## src/hdl/isa_pkg.sv

```systemverilog
`default_nettype none

package isa_pkg;

	typedef logic [4:0] reg_addr_t;

	localparam reg_addr_t REG_ZERO = 5'd0;

	typedef struct packed {
		logic [5:0] opcode;
		reg_addr_t  rs;
		reg_addr_t  rt;
		reg_addr_t  rd;
		logic [4:0] shamt;
		logic [5:0] funct;
	} r_fields_t;

	typedef struct packed {
		logic [5:0]  opcode;
		reg_addr_t   rs;
		reg_addr_t   rt;
		logic [15:0] imm;
	} i_fields_t;

	// Both views cover the whole word, the opcode tells which one applies
	typedef union packed {
		r_fields_t r;
		i_fields_t i;
	} instr_t;

	typedef enum logic [5:0] {
		KIND_UNKNOWN,
		KIND_ADDU, KIND_SUBU, KIND_ADD, KIND_SUB, KIND_AND, KIND_OR,
		KIND_NOR, KIND_XOR, KIND_SLT, KIND_SLTU, KIND_SLL, KIND_SRL,
		KIND_SRA, KIND_SLLV, KIND_SRLV, KIND_SRAV,
		KIND_LUI, KIND_ORI, KIND_ADDI, KIND_ADDIU, KIND_ANDI, KIND_XORI,
		KIND_SLTI, KIND_SLTIU,
		KIND_LW, KIND_LH, KIND_LHU, KIND_LB, KIND_LBU,
		KIND_SW, KIND_SH, KIND_SB
	} instr_kind_t;

	typedef enum logic [2:0] {
		CLS_NONE,
		CLS_CAL_R,
		CLS_CAL_I,
		CLS_LOAD,
		CLS_STORE
	} instr_class_t;

	localparam logic [5:0] OP_SPECIAL = 6'b000000;
	localparam logic [5:0] OP_LUI     = 6'b001111;
	localparam logic [5:0] OP_ORI     = 6'b001101;
	localparam logic [5:0] OP_ADDI    = 6'b001000;
	localparam logic [5:0] OP_ADDIU   = 6'b001001;
	localparam logic [5:0] OP_ANDI    = 6'b001100;
	localparam logic [5:0] OP_XORI    = 6'b001110;
	localparam logic [5:0] OP_SLTI    = 6'b001010;
	localparam logic [5:0] OP_SLTIU   = 6'b001011;
	localparam logic [5:0] OP_LW      = 6'b100011;
	localparam logic [5:0] OP_LH      = 6'b100001;
	localparam logic [5:0] OP_LHU     = 6'b100101;
	localparam logic [5:0] OP_LB      = 6'b100000;
	localparam logic [5:0] OP_LBU     = 6'b100100;
	localparam logic [5:0] OP_SW      = 6'b101011;
	localparam logic [5:0] OP_SH      = 6'b101001;
	localparam logic [5:0] OP_SB      = 6'b101000;

	localparam logic [5:0] FUNCT_ADDU = 6'b100001;
	localparam logic [5:0] FUNCT_SUBU = 6'b100011;
	localparam logic [5:0] FUNCT_ADD  = 6'b100000;
	localparam logic [5:0] FUNCT_SUB  = 6'b100010;
	localparam logic [5:0] FUNCT_AND  = 6'b100100;
	localparam logic [5:0] FUNCT_OR   = 6'b100101;
	localparam logic [5:0] FUNCT_NOR  = 6'b100111;
	localparam logic [5:0] FUNCT_XOR  = 6'b100110;
	localparam logic [5:0] FUNCT_SLT  = 6'b101010;
	localparam logic [5:0] FUNCT_SLTU = 6'b101011;
	localparam logic [5:0] FUNCT_SLL  = 6'b000000;
	localparam logic [5:0] FUNCT_SRL  = 6'b000010;
	localparam logic [5:0] FUNCT_SRA  = 6'b000011;
	localparam logic [5:0] FUNCT_SLLV = 6'b000100;
	localparam logic [5:0] FUNCT_SRLV = 6'b000110;
	localparam logic [5:0] FUNCT_SRAV = 6'b000111;

endpackage

`default_nettype wire

```

## src/hdl/ctrl_pkg.sv

```systemverilog
`default_nettype none

package ctrl_pkg;

	typedef enum logic [4:0] {
		ALU_ADDU,
		ALU_SUBU,
		ALU_ADD,
		ALU_SUB,
		ALU_AND,
		ALU_OR,
		ALU_NOR,
		ALU_XOR,
		ALU_SLT,
		ALU_SLTU,
		ALU_SLL,
		ALU_SRL,
		ALU_SRA,
		ALU_SLLV,
		ALU_SRLV,
		ALU_SRAV
	} alu_op_t;

	typedef enum logic [1:0] {
		EXT_SIGNED   = 2'd0,
		EXT_UNSIGNED = 2'd1,
		EXT_PAD      = 2'd2 // Immediate lands in the upper half, low half zero
	} ext_mode_t;

	typedef enum logic [2:0] {
		DM_NONE = 3'd0,
		DM_W    = 3'd1,
		DM_H    = 3'd2,
		DM_HU   = 3'd3,
		DM_B    = 3'd4,
		DM_BU   = 3'd5
	} dm_mode_t;

	typedef enum logic [1:0] {
		RD_NONE = 2'd0,
		RD_ALU  = 2'd1,
		RD_MEM  = 2'd2
	} regdata_sel_t;

	typedef enum logic [1:0] {
		FWD_RF = 2'd0, // Value read from the register file in D
		FWD_M  = 2'd1,
		FWD_W  = 2'd2
	} fwd_sel_t;

endpackage

`default_nettype wire

```

## src/hdl/instr_classifier.sv

```systemverilog
`default_nettype none

module instr_classifier (
	input  wire isa_pkg::instr_t instr,
	output isa_pkg::instr_kind_t kind,
	output isa_pkg::instr_class_t cls
);

	isa_pkg::instr_kind_t r_kind;
	isa_pkg::instr_kind_t i_kind;
	logic rs_zero;
	logic shamt_zero;
	logic shift_const;
	logic r_fields_ok;

	assign rs_zero = (instr.r.rs == isa_pkg::REG_ZERO);
	assign shamt_zero = (instr.r.shamt == 5'd0);

	// Constant shifts carry the amount in shamt and leave rs unused
	assign shift_const = (instr.r.funct == isa_pkg::FUNCT_SLL) ||
		(instr.r.funct == isa_pkg::FUNCT_SRL) ||
		(instr.r.funct == isa_pkg::FUNCT_SRA);
	assign r_fields_ok = shift_const ? rs_zero : shamt_zero;

	always_comb begin
		case (instr.r.funct)
			isa_pkg::FUNCT_ADDU: r_kind = isa_pkg::KIND_ADDU;
			isa_pkg::FUNCT_SUBU: r_kind = isa_pkg::KIND_SUBU;
			isa_pkg::FUNCT_ADD:  r_kind = isa_pkg::KIND_ADD;
			isa_pkg::FUNCT_SUB:  r_kind = isa_pkg::KIND_SUB;
			isa_pkg::FUNCT_AND:  r_kind = isa_pkg::KIND_AND;
			isa_pkg::FUNCT_OR:   r_kind = isa_pkg::KIND_OR;
			isa_pkg::FUNCT_NOR:  r_kind = isa_pkg::KIND_NOR;
			isa_pkg::FUNCT_XOR:  r_kind = isa_pkg::KIND_XOR;
			isa_pkg::FUNCT_SLT:  r_kind = isa_pkg::KIND_SLT;
			isa_pkg::FUNCT_SLTU: r_kind = isa_pkg::KIND_SLTU;
			isa_pkg::FUNCT_SLL:  r_kind = isa_pkg::KIND_SLL;
			isa_pkg::FUNCT_SRL:  r_kind = isa_pkg::KIND_SRL;
			isa_pkg::FUNCT_SRA:  r_kind = isa_pkg::KIND_SRA;
			isa_pkg::FUNCT_SLLV: r_kind = isa_pkg::KIND_SLLV;
			isa_pkg::FUNCT_SRLV: r_kind = isa_pkg::KIND_SRLV;
			isa_pkg::FUNCT_SRAV: r_kind = isa_pkg::KIND_SRAV;
			default:             r_kind = isa_pkg::KIND_UNKNOWN;
		endcase
	end

	always_comb begin
		case (instr.i.opcode)
			isa_pkg::OP_LUI:   i_kind = isa_pkg::KIND_LUI;
			isa_pkg::OP_ORI:   i_kind = isa_pkg::KIND_ORI;
			isa_pkg::OP_ADDI:  i_kind = isa_pkg::KIND_ADDI;
			isa_pkg::OP_ADDIU: i_kind = isa_pkg::KIND_ADDIU;
			isa_pkg::OP_ANDI:  i_kind = isa_pkg::KIND_ANDI;
			isa_pkg::OP_XORI:  i_kind = isa_pkg::KIND_XORI;
			isa_pkg::OP_SLTI:  i_kind = isa_pkg::KIND_SLTI;
			isa_pkg::OP_SLTIU: i_kind = isa_pkg::KIND_SLTIU;
			isa_pkg::OP_LW:    i_kind = isa_pkg::KIND_LW;
			isa_pkg::OP_LH:    i_kind = isa_pkg::KIND_LH;
			isa_pkg::OP_LHU:   i_kind = isa_pkg::KIND_LHU;
			isa_pkg::OP_LB:    i_kind = isa_pkg::KIND_LB;
			isa_pkg::OP_LBU:   i_kind = isa_pkg::KIND_LBU;
			isa_pkg::OP_SW:    i_kind = isa_pkg::KIND_SW;
			isa_pkg::OP_SH:    i_kind = isa_pkg::KIND_SH;
			isa_pkg::OP_SB:    i_kind = isa_pkg::KIND_SB;
			default:           i_kind = isa_pkg::KIND_UNKNOWN;
		endcase
	end

	always_comb begin
		kind = isa_pkg::KIND_UNKNOWN;
		cls = isa_pkg::CLS_NONE;
		if (instr.i.opcode == isa_pkg::OP_SPECIAL) begin
			if (r_kind != isa_pkg::KIND_UNKNOWN && r_fields_ok) begin
				kind = r_kind;
				cls = isa_pkg::CLS_CAL_R;
			end
		end else if (i_kind != isa_pkg::KIND_UNKNOWN &&
				!(i_kind == isa_pkg::KIND_LUI && !rs_zero)) begin
			kind = i_kind;
			// The top three opcode bits group the I-format instructions
			case (instr.i.opcode[5:3])
				3'b001:  cls = isa_pkg::CLS_CAL_I;
				3'b100:  cls = isa_pkg::CLS_LOAD;
				3'b101:  cls = isa_pkg::CLS_STORE;
				default: cls = isa_pkg::CLS_NONE;
			endcase
		end
	end

endmodule

`default_nettype wire

```

## src/hdl/decode_ctrl.sv

```systemverilog
`default_nettype none

module decode_ctrl (
	input  wire isa_pkg::instr_t instr,
	input  wire isa_pkg::instr_kind_t kind,
	input  wire isa_pkg::instr_class_t cls,
	output isa_pkg::reg_addr_t reg1,
	output isa_pkg::reg_addr_t reg2,
	output isa_pkg::reg_addr_t regw,
	output ctrl_pkg::ext_mode_t ext_mode
);

	// Every kept class reads rs, a bubble reads nothing
	always_comb begin
		case (cls)
			isa_pkg::CLS_CAL_R,
			isa_pkg::CLS_CAL_I,
			isa_pkg::CLS_LOAD,
			isa_pkg::CLS_STORE: reg1 = instr.i.rs;
			default:            reg1 = isa_pkg::REG_ZERO;
		endcase
	end

	always_comb begin
		case (cls)
			isa_pkg::CLS_CAL_R,
			isa_pkg::CLS_STORE: reg2 = instr.i.rt; // Store data comes through rt
			default:            reg2 = isa_pkg::REG_ZERO;
		endcase
	end

	always_comb begin
		case (cls)
			isa_pkg::CLS_CAL_R: regw = instr.r.rd;
			isa_pkg::CLS_CAL_I,
			isa_pkg::CLS_LOAD:  regw = instr.i.rt;
			default:            regw = isa_pkg::REG_ZERO; // Stores and bubbles write nothing
		endcase
	end

	always_comb begin
		case (kind)
			isa_pkg::KIND_LUI:  ext_mode = ctrl_pkg::EXT_PAD;
			isa_pkg::KIND_ORI,
			isa_pkg::KIND_ANDI,
			isa_pkg::KIND_XORI: ext_mode = ctrl_pkg::EXT_UNSIGNED; // Logic ops zero-extend
			default:            ext_mode = ctrl_pkg::EXT_SIGNED;
		endcase
	end

endmodule

`default_nettype wire

```

## src/hdl/stage_pipe.sv

```systemverilog
`default_nettype none

module stage_pipe (
	input  wire clk,
	input  wire rst_n,
	input  wire stall,
	input  wire isa_pkg::instr_kind_t d_kind,
	input  wire isa_pkg::instr_class_t d_class,
	input  wire isa_pkg::reg_addr_t d_reg1,
	input  wire isa_pkg::reg_addr_t d_reg2,
	input  wire isa_pkg::reg_addr_t d_regw,
	output isa_pkg::instr_kind_t e_kind,
	output isa_pkg::instr_class_t e_class,
	output isa_pkg::reg_addr_t e_reg1,
	output isa_pkg::reg_addr_t e_reg2,
	output isa_pkg::reg_addr_t e_regw,
	output isa_pkg::instr_kind_t m_kind,
	output isa_pkg::instr_class_t m_class,
	output isa_pkg::reg_addr_t m_regw,
	output isa_pkg::instr_kind_t w_kind,
	output isa_pkg::instr_class_t w_class,
	output isa_pkg::reg_addr_t w_regw
);

	// A stalled D instruction stays put, so E takes a bubble in its place
	always_ff @(posedge clk) begin
		if (!rst_n || stall) begin
			e_kind <= isa_pkg::KIND_UNKNOWN;
			e_class <= isa_pkg::CLS_NONE;
			e_reg1 <= isa_pkg::REG_ZERO;
			e_reg2 <= isa_pkg::REG_ZERO;
			e_regw <= isa_pkg::REG_ZERO;
		end else begin
			e_kind <= d_kind;
			e_class <= d_class;
			e_reg1 <= d_reg1;
			e_reg2 <= d_reg2;
			e_regw <= d_regw;
		end
	end

	// Source registers are only compared in E, so M and W keep the destination
	always_ff @(posedge clk) begin
		if (!rst_n) begin
			m_kind <= isa_pkg::KIND_UNKNOWN;
			m_class <= isa_pkg::CLS_NONE;
			m_regw <= isa_pkg::REG_ZERO;
			w_kind <= isa_pkg::KIND_UNKNOWN;
			w_class <= isa_pkg::CLS_NONE;
			w_regw <= isa_pkg::REG_ZERO;
		end else begin
			m_kind <= e_kind;
			m_class <= e_class;
			m_regw <= e_regw;
			w_kind <= m_kind;
			w_class <= m_class;
			w_regw <= m_regw;
		end
	end

	// An unknown word decodes to zero registers, so bubbles never take part in hazards
	a_bubble_regs_zero: assert property (@(posedge clk) disable iff (!rst_n)
		e_class == isa_pkg::CLS_NONE |-> (e_reg1 == isa_pkg::REG_ZERO &&
		e_reg2 == isa_pkg::REG_ZERO && e_regw == isa_pkg::REG_ZERO));

endmodule

`default_nettype wire

```

## src/hdl/late_stage_ctrl.sv

```systemverilog
`default_nettype none

module late_stage_ctrl (
	input  wire isa_pkg::instr_kind_t e_kind,
	input  wire isa_pkg::instr_class_t e_class,
	input  wire isa_pkg::instr_kind_t m_kind,
	input  wire isa_pkg::instr_class_t m_class,
	input  wire isa_pkg::instr_class_t w_class,
	output ctrl_pkg::alu_op_t alu_op,
	output logic alu_src,
	output logic dm_write_enable,
	output ctrl_pkg::dm_mode_t dm_mode,
	output logic rf_write_enable,
	output ctrl_pkg::regdata_sel_t regdata_sel
);

	always_comb begin
		case (e_kind)
			isa_pkg::KIND_ADDU:  alu_op = ctrl_pkg::ALU_ADDU;
			isa_pkg::KIND_SUBU:  alu_op = ctrl_pkg::ALU_SUBU;
			isa_pkg::KIND_ADD:   alu_op = ctrl_pkg::ALU_ADD;
			isa_pkg::KIND_SUB:   alu_op = ctrl_pkg::ALU_SUB;
			isa_pkg::KIND_AND:   alu_op = ctrl_pkg::ALU_AND;
			isa_pkg::KIND_NOR:   alu_op = ctrl_pkg::ALU_NOR;
			isa_pkg::KIND_XOR:   alu_op = ctrl_pkg::ALU_XOR;
			isa_pkg::KIND_SLT:   alu_op = ctrl_pkg::ALU_SLT;
			isa_pkg::KIND_SLTU:  alu_op = ctrl_pkg::ALU_SLTU;
			isa_pkg::KIND_SLL:   alu_op = ctrl_pkg::ALU_SLL;
			isa_pkg::KIND_SRL:   alu_op = ctrl_pkg::ALU_SRL;
			isa_pkg::KIND_SRA:   alu_op = ctrl_pkg::ALU_SRA;
			isa_pkg::KIND_SLLV:  alu_op = ctrl_pkg::ALU_SLLV;
			isa_pkg::KIND_SRLV:  alu_op = ctrl_pkg::ALU_SRLV;
			isa_pkg::KIND_SRAV:  alu_op = ctrl_pkg::ALU_SRAV;
			isa_pkg::KIND_ADDI:  alu_op = ctrl_pkg::ALU_ADD;
			isa_pkg::KIND_ADDIU: alu_op = ctrl_pkg::ALU_ADDU;
			isa_pkg::KIND_ANDI:  alu_op = ctrl_pkg::ALU_AND;
			isa_pkg::KIND_XORI:  alu_op = ctrl_pkg::ALU_XOR;
			isa_pkg::KIND_SLTI:  alu_op = ctrl_pkg::ALU_SLT;
			isa_pkg::KIND_SLTIU: alu_op = ctrl_pkg::ALU_SLTU;
			isa_pkg::KIND_LW,
			isa_pkg::KIND_LH,
			isa_pkg::KIND_LHU,
			isa_pkg::KIND_LB,
			isa_pkg::KIND_LBU,
			isa_pkg::KIND_SW,
			isa_pkg::KIND_SH,
			isa_pkg::KIND_SB:    alu_op = ctrl_pkg::ALU_ADD; // Base plus offset
			default:             alu_op = ctrl_pkg::ALU_OR; // Also LUI, which ORs the padded value with r0
		endcase
	end

	assign alu_src = (e_class == isa_pkg::CLS_CAL_I) || (e_class == isa_pkg::CLS_LOAD) ||
		(e_class == isa_pkg::CLS_STORE);

	always_comb begin
		case (m_kind)
			isa_pkg::KIND_LW,
			isa_pkg::KIND_SW:  dm_mode = ctrl_pkg::DM_W;
			isa_pkg::KIND_LH,
			isa_pkg::KIND_SH:  dm_mode = ctrl_pkg::DM_H;
			isa_pkg::KIND_LHU: dm_mode = ctrl_pkg::DM_HU;
			isa_pkg::KIND_LB,
			isa_pkg::KIND_SB:  dm_mode = ctrl_pkg::DM_B;
			isa_pkg::KIND_LBU: dm_mode = ctrl_pkg::DM_BU;
			default:           dm_mode = ctrl_pkg::DM_NONE;
		endcase
	end

	assign dm_write_enable = (m_class == isa_pkg::CLS_STORE);

	always_comb begin
		case (w_class)
			isa_pkg::CLS_CAL_R,
			isa_pkg::CLS_CAL_I: regdata_sel = ctrl_pkg::RD_ALU;
			isa_pkg::CLS_LOAD:  regdata_sel = ctrl_pkg::RD_MEM;
			default:            regdata_sel = ctrl_pkg::RD_NONE;
		endcase
	end

	assign rf_write_enable = (regdata_sel != ctrl_pkg::RD_NONE); // Exactly the writing classes

endmodule

`default_nettype wire

```

## src/hdl/hazard_unit.sv

```systemverilog
`default_nettype none

module hazard_unit (
	input  wire clk,
	input  wire rst_n,
	input  wire isa_pkg::reg_addr_t d_reg1,
	input  wire isa_pkg::reg_addr_t d_reg2,
	input  wire isa_pkg::reg_addr_t e_reg1,
	input  wire isa_pkg::reg_addr_t e_reg2,
	input  wire isa_pkg::reg_addr_t e_regw,
	input  wire isa_pkg::reg_addr_t m_regw,
	input  wire isa_pkg::reg_addr_t w_regw,
	input  wire isa_pkg::instr_class_t e_class,
	input  wire isa_pkg::instr_class_t m_class,
	output logic stall,
	output ctrl_pkg::fwd_sel_t fwd_e1,
	output ctrl_pkg::fwd_sel_t fwd_e2
);

	// Load data only exists after M, so a dependent instruction must wait one cycle
	assign stall = (e_class == isa_pkg::CLS_LOAD) && (e_regw != isa_pkg::REG_ZERO) &&
		((e_regw == d_reg1) || (e_regw == d_reg2));

	// The youngest producer wins, and r0 is never forwarded
	function automatic ctrl_pkg::fwd_sel_t pick_fwd(input isa_pkg::reg_addr_t src,
			input isa_pkg::reg_addr_t m_dst, input isa_pkg::instr_class_t m_cls,
			input isa_pkg::reg_addr_t w_dst);
		if (src == isa_pkg::REG_ZERO)
			return ctrl_pkg::FWD_RF;
		if (src == m_dst && m_cls != isa_pkg::CLS_LOAD)
			return ctrl_pkg::FWD_M;
		if (src == w_dst)
			return ctrl_pkg::FWD_W;
		return ctrl_pkg::FWD_RF;
	endfunction

	assign fwd_e1 = pick_fwd(e_reg1, m_regw, m_class, w_regw);
	assign fwd_e2 = pick_fwd(e_reg2, m_regw, m_class, w_regw);

	// The stall one cycle earlier keeps a consumer out of E while its load sits in M
	a_no_load_fwd_from_m: assert property (@(posedge clk) disable iff (!rst_n)
		(m_class == isa_pkg::CLS_LOAD && m_regw != isa_pkg::REG_ZERO) |->
		(e_reg1 != m_regw && e_reg2 != m_regw));

endmodule

`default_nettype wire

```

## src/hdl/pipe_control.sv

```systemverilog
`default_nettype none

module pipe_control (
	input  wire clk,
	input  wire rst_n,
	input  wire [31:0] d_instr,
	output logic stall,
	output ctrl_pkg::ext_mode_t ext_mode,
	output isa_pkg::reg_addr_t rf_read_addr1,
	output isa_pkg::reg_addr_t rf_read_addr2,
	output ctrl_pkg::alu_op_t alu_op,
	output logic alu_src,
	output ctrl_pkg::fwd_sel_t fwd_e1,
	output ctrl_pkg::fwd_sel_t fwd_e2,
	output logic dm_write_enable,
	output ctrl_pkg::dm_mode_t dm_mode,
	output logic rf_write_enable,
	output ctrl_pkg::regdata_sel_t regdata_sel,
	output isa_pkg::reg_addr_t rf_write_addr
);

	isa_pkg::instr_kind_t d_kind;
	isa_pkg::instr_class_t d_class;
	isa_pkg::reg_addr_t d_reg1;
	isa_pkg::reg_addr_t d_reg2;
	isa_pkg::reg_addr_t d_regw;
	isa_pkg::instr_kind_t e_kind;
	isa_pkg::instr_class_t e_class;
	isa_pkg::reg_addr_t e_reg1;
	isa_pkg::reg_addr_t e_reg2;
	isa_pkg::reg_addr_t e_regw;
	isa_pkg::instr_kind_t m_kind;
	isa_pkg::instr_class_t m_class;
	isa_pkg::reg_addr_t m_regw;
	isa_pkg::instr_class_t w_class;
	isa_pkg::reg_addr_t w_regw;

	instr_classifier i_instr_classifier (
		.instr (d_instr),
		.kind  (d_kind),
		.cls   (d_class)
	);

	decode_ctrl i_decode_ctrl (
		.instr    (d_instr),
		.kind     (d_kind),
		.cls      (d_class),
		.reg1     (d_reg1),
		.reg2     (d_reg2),
		.regw     (d_regw),
		.ext_mode (ext_mode)
	);

	// The register file is read with the decoded sources, zero when a field is unused
	assign rf_read_addr1 = d_reg1;
	assign rf_read_addr2 = d_reg2;

	stage_pipe i_stage_pipe (
		.clk     (clk),
		.rst_n   (rst_n),
		.stall   (stall),
		.d_kind  (d_kind),
		.d_class (d_class),
		.d_reg1  (d_reg1),
		.d_reg2  (d_reg2),
		.d_regw  (d_regw),
		.e_kind  (e_kind),
		.e_class (e_class),
		.e_reg1  (e_reg1),
		.e_reg2  (e_reg2),
		.e_regw  (e_regw),
		.m_kind  (m_kind),
		.m_class (m_class),
		.m_regw  (m_regw),
		.w_kind  (), // W controls depend on the class alone
		.w_class (w_class),
		.w_regw  (w_regw)
	);

	assign rf_write_addr = w_regw;

	late_stage_ctrl i_late_stage_ctrl (
		.e_kind          (e_kind),
		.e_class         (e_class),
		.m_kind          (m_kind),
		.m_class         (m_class),
		.w_class         (w_class),
		.alu_op          (alu_op),
		.alu_src         (alu_src),
		.dm_write_enable (dm_write_enable),
		.dm_mode         (dm_mode),
		.rf_write_enable (rf_write_enable),
		.regdata_sel     (regdata_sel)
	);

	hazard_unit i_hazard_unit (
		.clk     (clk),
		.rst_n   (rst_n),
		.d_reg1  (d_reg1),
		.d_reg2  (d_reg2),
		.e_reg1  (e_reg1),
		.e_reg2  (e_reg2),
		.e_regw  (e_regw),
		.m_regw  (m_regw),
		.w_regw  (w_regw),
		.e_class (e_class),
		.m_class (m_class),
		.stall   (stall),
		.fwd_e1  (fwd_e1),
		.fwd_e2  (fwd_e2)
	);

endmodule

`default_nettype wire

```

## config.mk

```make
export PLATFORM = sky130hd
export DESIGN_NAME = pipe_control
export DESIGN_NICKNAME = d
export VERILOG_FILES = /design/src/hdl/isa_pkg.sv /design/src/hdl/ctrl_pkg.sv /design/src/hdl/instr_classifier.sv /design/src/hdl/decode_ctrl.sv /design/src/hdl/stage_pipe.sv /design/src/hdl/late_stage_ctrl.sv /design/src/hdl/hazard_unit.sv /design/src/hdl/pipe_control.sv
export SDC_FILE = /design/constraint.sdc
export NUM_CORES = 1
export LEC_CHECK = 0
export BUFFER_PORTS_ARGS = -buffer_cell sky130_fd_sc_hd__buf_2
export CAP_MARGIN = 20
export CELL_PAD_IN_SITES_DETAIL_PLACEMENT = 0
export CELL_PAD_IN_SITES_GLOBAL_PLACEMENT = 2
export CORE_UTILIZATION = 35
export DETAILED_ROUTE_END_ITERATION = 10
export HOLD_SLACK_MARGIN = 0.03
export PLACE_DENSITY = 0.95
export SLEW_MARGIN = 5
export SYNTH_ARGS = -nofsm -noshare
export SYNTH_HDL_FRONTEND = slang
export SYNTH_SLANG_ARGS = --single-unit
export TNS_END_PERCENT = 1
```

## constraint.sdc

```tcl
create_clock -name clk -period 6.35 [get_ports clk]
set_input_delay 0 -clock clk [delete_from_list [all_inputs] [get_ports clk]]
set_output_delay 0 -clock clk [all_outputs]
set_load 0.02 [all_outputs]
```

==> metrics.log <==
[metrics] Synth top area share: 30.45%
[metrics] final clock period utilization by the worst path: 67.52%
[metrics] async set or reset register ratio after synthesis: 0%
[metrics] clock-pin slew of the registers on the worst-case setup and hold paths: 0.09 ns
[metrics] fraction of power consumed by sequential logic: 46.0%
[metrics] global-route wire length before repair: 13800 µm
[metrics] ranking of synthesized cells by instance count: sky130_fd_sc_hd__dfxtp_1, sky130_fd_sc_hd__nor2_1, sky130_fd_sc_hd__and2_1, sky130_fd_sc_hd__nand2_1, sky130_fd_sc_hd__xnor2_1
[metrics] Clock Skew: 0.003374 ns
[metrics] startpoint-to-endpoint class of the critical path: in2reg
[metrics] Area Growth Syn to Fin: 21.43%
[metrics] overall overflow remaining after global route: 0
[metrics] sequential cell area fraction in the yosys report: 30.45%
[metrics] Site Rows: 34
[metrics] Maximum Capacitance Violations: 0
[metrics] arrival time at the worst endpoint: 4.54 ns
[metrics] cell with the most instances after synthesis: sky130_fd_sc_hd__dfxtp_1
[metrics] n_diodes: 0
[metrics] number of detailed-route iterations in the first pass: 4
[metrics] TritonCTS clock tree: yes
[metrics] maximum ir drop on the vdd rail: 0.00007936 V
[metrics] type of the worst min-delay path: in2reg
[metrics] final weighted congestion in routability-driven placement: 0.8775
[metrics] clock buffers created by TritonCTS: 5
[metrics] Yosys Warn Count: 0
[metrics] combinational power share: 22.7%
[metrics] layer carrying the most global-route usage: met2
[metrics] leakage power: 1.703 nW
[metrics] highest clock frequency the design can meet: 0.2332 GHz
[metrics] proportion of layout cells with a drive suffix above 1: 20.93%
[metrics] Vias per Instance: 5.201
[metrics] number of nets with antenna violations after detailed routing: 0
[metrics] met1 layer usage reported by global route: 22.47%
[metrics] cell type with the highest aggregate area in the netlist: sky130_fd_sc_hd__dfxtp_1
[metrics] clock network latency to the later pin of the worst-skew pair: 0.30 ns
[metrics] post-synthesis net count: 440
[metrics] input/output buffers: 67
[metrics] final hold violation count: 0
[metrics] maximum number of buffers from clock root to sink: 2
[metrics] clock network fraction of total power: 31.3%
[metrics] # nets final: 519
[metrics] switching share of total power: 28.99%
[metrics] die area: 0.009782 mm²
[metrics] WP data required: 6.60 ns
[metrics] Cell Int Power: 0.5099 mW
[metrics] worst hold slack across all endpoints: 0.09141 ns
[metrics] Post-Place Setup Slack: 1.439 ns
[metrics] wire length per cell: 14.13 µm
[metrics] fin crit period: 4.287 ns
[metrics] count of H-tree levels built during CTS: 2
[metrics] leading register cell type out of synthesis: sky130_fd_sc_hd__dfxtp_1
[metrics] routed via count: 3022
[metrics] overall routing resource usage: 17.30%
[metrics] clk sink count: 50
[metrics] slew at the pin closest to its max-slew limit: 0.7555 ns
[metrics] number of gates resized after CTS: 0
[metrics] met3 layer usage reported by global route: 1.489%
[metrics] cell chosen for the clock root: sky130_fd_sc_hd__clkbuf_8
[metrics] drt drc: 0
[metrics] Post-synth EDFFs: 0
[metrics] pin count of the biggest net entering global routing: 33
[metrics] placeable core region: 0.008891 mm²
[metrics] Die Width: 98.91 µm
[metrics] startpoint kind of the worst setup timing path: input port
[metrics] run status: completed
[metrics] RSZ-0062 raised after global routing: false
[metrics] vias in the first global route: 2844
[metrics] Power per Cell Area: 179.9 mW/mm²
[metrics] top cells by area, synth: sky130_fd_sc_hd__dfxtp_1, sky130_fd_sc_hd__xnor2_1, sky130_fd_sc_hd__and2_1, sky130_fd_sc_hd__ha_1, sky130_fd_sc_hd__nor2_1
[metrics] Detailed Route WL: 8207 µm
[metrics] Synth Cell Area: 0.003287 mm²
[metrics] antenna violations before repair: 0
[metrics] setup TNS: 0 ns
[metrics] overall die height: 98.91 µm
[metrics] worst relative slew slack: 49.63%
[metrics] synth unique cells: 64
[metrics] Post CTS Setup Buffer Count: 0
[metrics] final HPWL from detailed placement: 6218 µm
[metrics] met2 GRT Util: 31.04%
[metrics] reg-to-reg slack, setup: 3.13 ns
[metrics] Starting Density: 36.97%
[metrics] total I/O pin count: 69
[metrics] switching power summed over all nets: 0.2081 mW
[metrics] violation count after the first detailed-routing iteration: 98
[metrics] Critical Path End Type: flip-flop
[metrics] largest fanout on the critical path: 16
[metrics] register bit total from synthesis: 50
[metrics] Slew Viols, Final: 0
[metrics] synthesized netlist cell count: 393
[metrics] slack of the critical path: 2.063 ns
[metrics] number of failing setup endpoints in the final timing report: 0
[metrics] synthesized area per cell: 8.364 µm²
[metrics] Fillers: 899
[metrics] total power draw: 0.7180 mW
[metrics] post-route core utilization: 44.89%
[cell families (layout without fill, tap and decap cells)]
family | count (synthesis) | count (layout) | synth area share (%)
xor+xnor | 27 | 27 | 7.194
flops | 50 | 50 | 30.45
simple gates | 196 | 196 | 34.41
mux | 8 | 8 | 2.665
fa+ha+maj | 13 | 13 | 4.949
other cells | 1 | 1 | 0.1141
buf+inv | 27 | 107 | 3.920
compound gates | 71 | 71 | 16.29
[cell type report]
| type | instances | area [µm²] | area share (%) |
|---|---|---|---|
| Inverter | 12 | 45.04 | 1.129 |
| Multi-Input combinational cell | 316 | 2157 | 54.04 |
| Tap cell | 108 | 135.1 | 3.386 |
| Clock buffer | 5 | 68.82 | 1.724 |
| Sequential cell | 50 | 1001 | 25.08 |
| Timing Repair Buffer | 87 | 540.5 | 13.54 |
| Clock inverter | 3 | 43.79 | 1.097 |
[metrics by stage]
step | instances | cell area, µm²
6_report | 581 | 3991
5_1_grt | 581 | 3991
4_1_cts | 580 | 3976
3_5_place_dp | 553 | 3674
3_3_place_gp | 553 | 3674
2_1_floorplan | 393 | 3287
[power groups by stage]
stage          clock [mW]  sequential [mW]  combinational, mW
2_1_floorplan           0            0.339              0.106
3_3_place_gp            0            0.337              0.152
3_5_place_dp            0            0.338              0.152
4_1_cts             0.229            0.331              0.161
5_1_grt             0.241            0.332              0.180
6_report            0.225            0.330              0.163
[worst max-delay path, cell delays in order]
cell,delay [ns]
sky130_fd_sc_hd__buf_2,0.15
sky130_fd_sc_hd__inv_1,0.08
sky130_fd_sc_hd__ha_1,0.31
sky130_fd_sc_hd__nor2b_1,0.05
sky130_fd_sc_hd__a32oi_1,0.22
sky130_fd_sc_hd__o21ai_1,0.20
sky130_fd_sc_hd__o41a_4,0.59
sky130_fd_sc_hd__a41oi_2,0.64
sky130_fd_sc_hd__o221ai_1,0.24
sky130_fd_sc_hd__o211a_1,0.20
sky130_fd_sc_hd__or3b_1,0.61
sky130_fd_sc_hd__or2_1,0.36
sky130_fd_sc_hd__ha_1,0.25
sky130_fd_sc_hd__and2_1,0.15
sky130_fd_sc_hd__mux2i_1,0.12
sky130_fd_sc_hd__o22ai_1,0.10
sky130_fd_sc_hd__a21oi_1,0.17
sky130_fd_sc_hd__o21a_1,0.12
[placed cells by master (no fill, tap or decap), drive strengths merged, types with 4 or more instances in the layout]
master	n
o21a	4
o21ai	16
nand3b	9
a22oi	6
nand3	8
and2	29
nand2b	8
clkbuf	5
or2	7
inv	13
or4	4
buf	68
nor2	41
a21o	4
nor2b	12
nor3b	14
xnor2	22
nand4	6
mux2i	5
xor2	5
dlygate4sd3	19
a21oi	12
ha	13
dfxtp	50
nand2	29
nor3	15
a31oi	5
[routing by layer]
metal  routed length, µm  vias to the layer above
met4                  77                        0
met2                3964                       83
met3                 307                        6
met5                   0                        -
met1                3858                     1396
li1                    -                     1537
[repair_timing]
item,CTS,global route
hold buffers,19,0
endpoints found under the setup margin,0,0
endpoints found under the hold margin,14,0
[final timing paths]
check | from | to | cells after the start
min | d_instr[29] | i_stage_pipe.e_class[2] | 3
max | d_instr[1] | i_late_stage_ctrl.alu_op[1] | 18
max reg2reg | i_stage_pipe.e_regw[3] | i_late_stage_ctrl.alu_op[1] | 14
min reg2reg | i_stage_pipe.e_kind[0] | i_stage_pipe.m_kind[0] | 1
[flip-flops by register name, indices dropped and copies added, names as in the netlist]
signal,flops
i_late_stage_ctrl.alu_op,4
i_stage_pipe.e_reg1,5
i_stage_pipe.e_kind,6
i_stage_pipe.m_class,3
i_stage_pipe.m_kind,6
i_stage_pipe.e_class,3
i_stage_pipe.w_regw,5
i_stage_pipe.e_regw,5
i_stage_pipe.e_reg2,5
i_stage_pipe.w_class,3
i_stage_pipe.m_regw,5
Power figures use the tool's default switching activity.
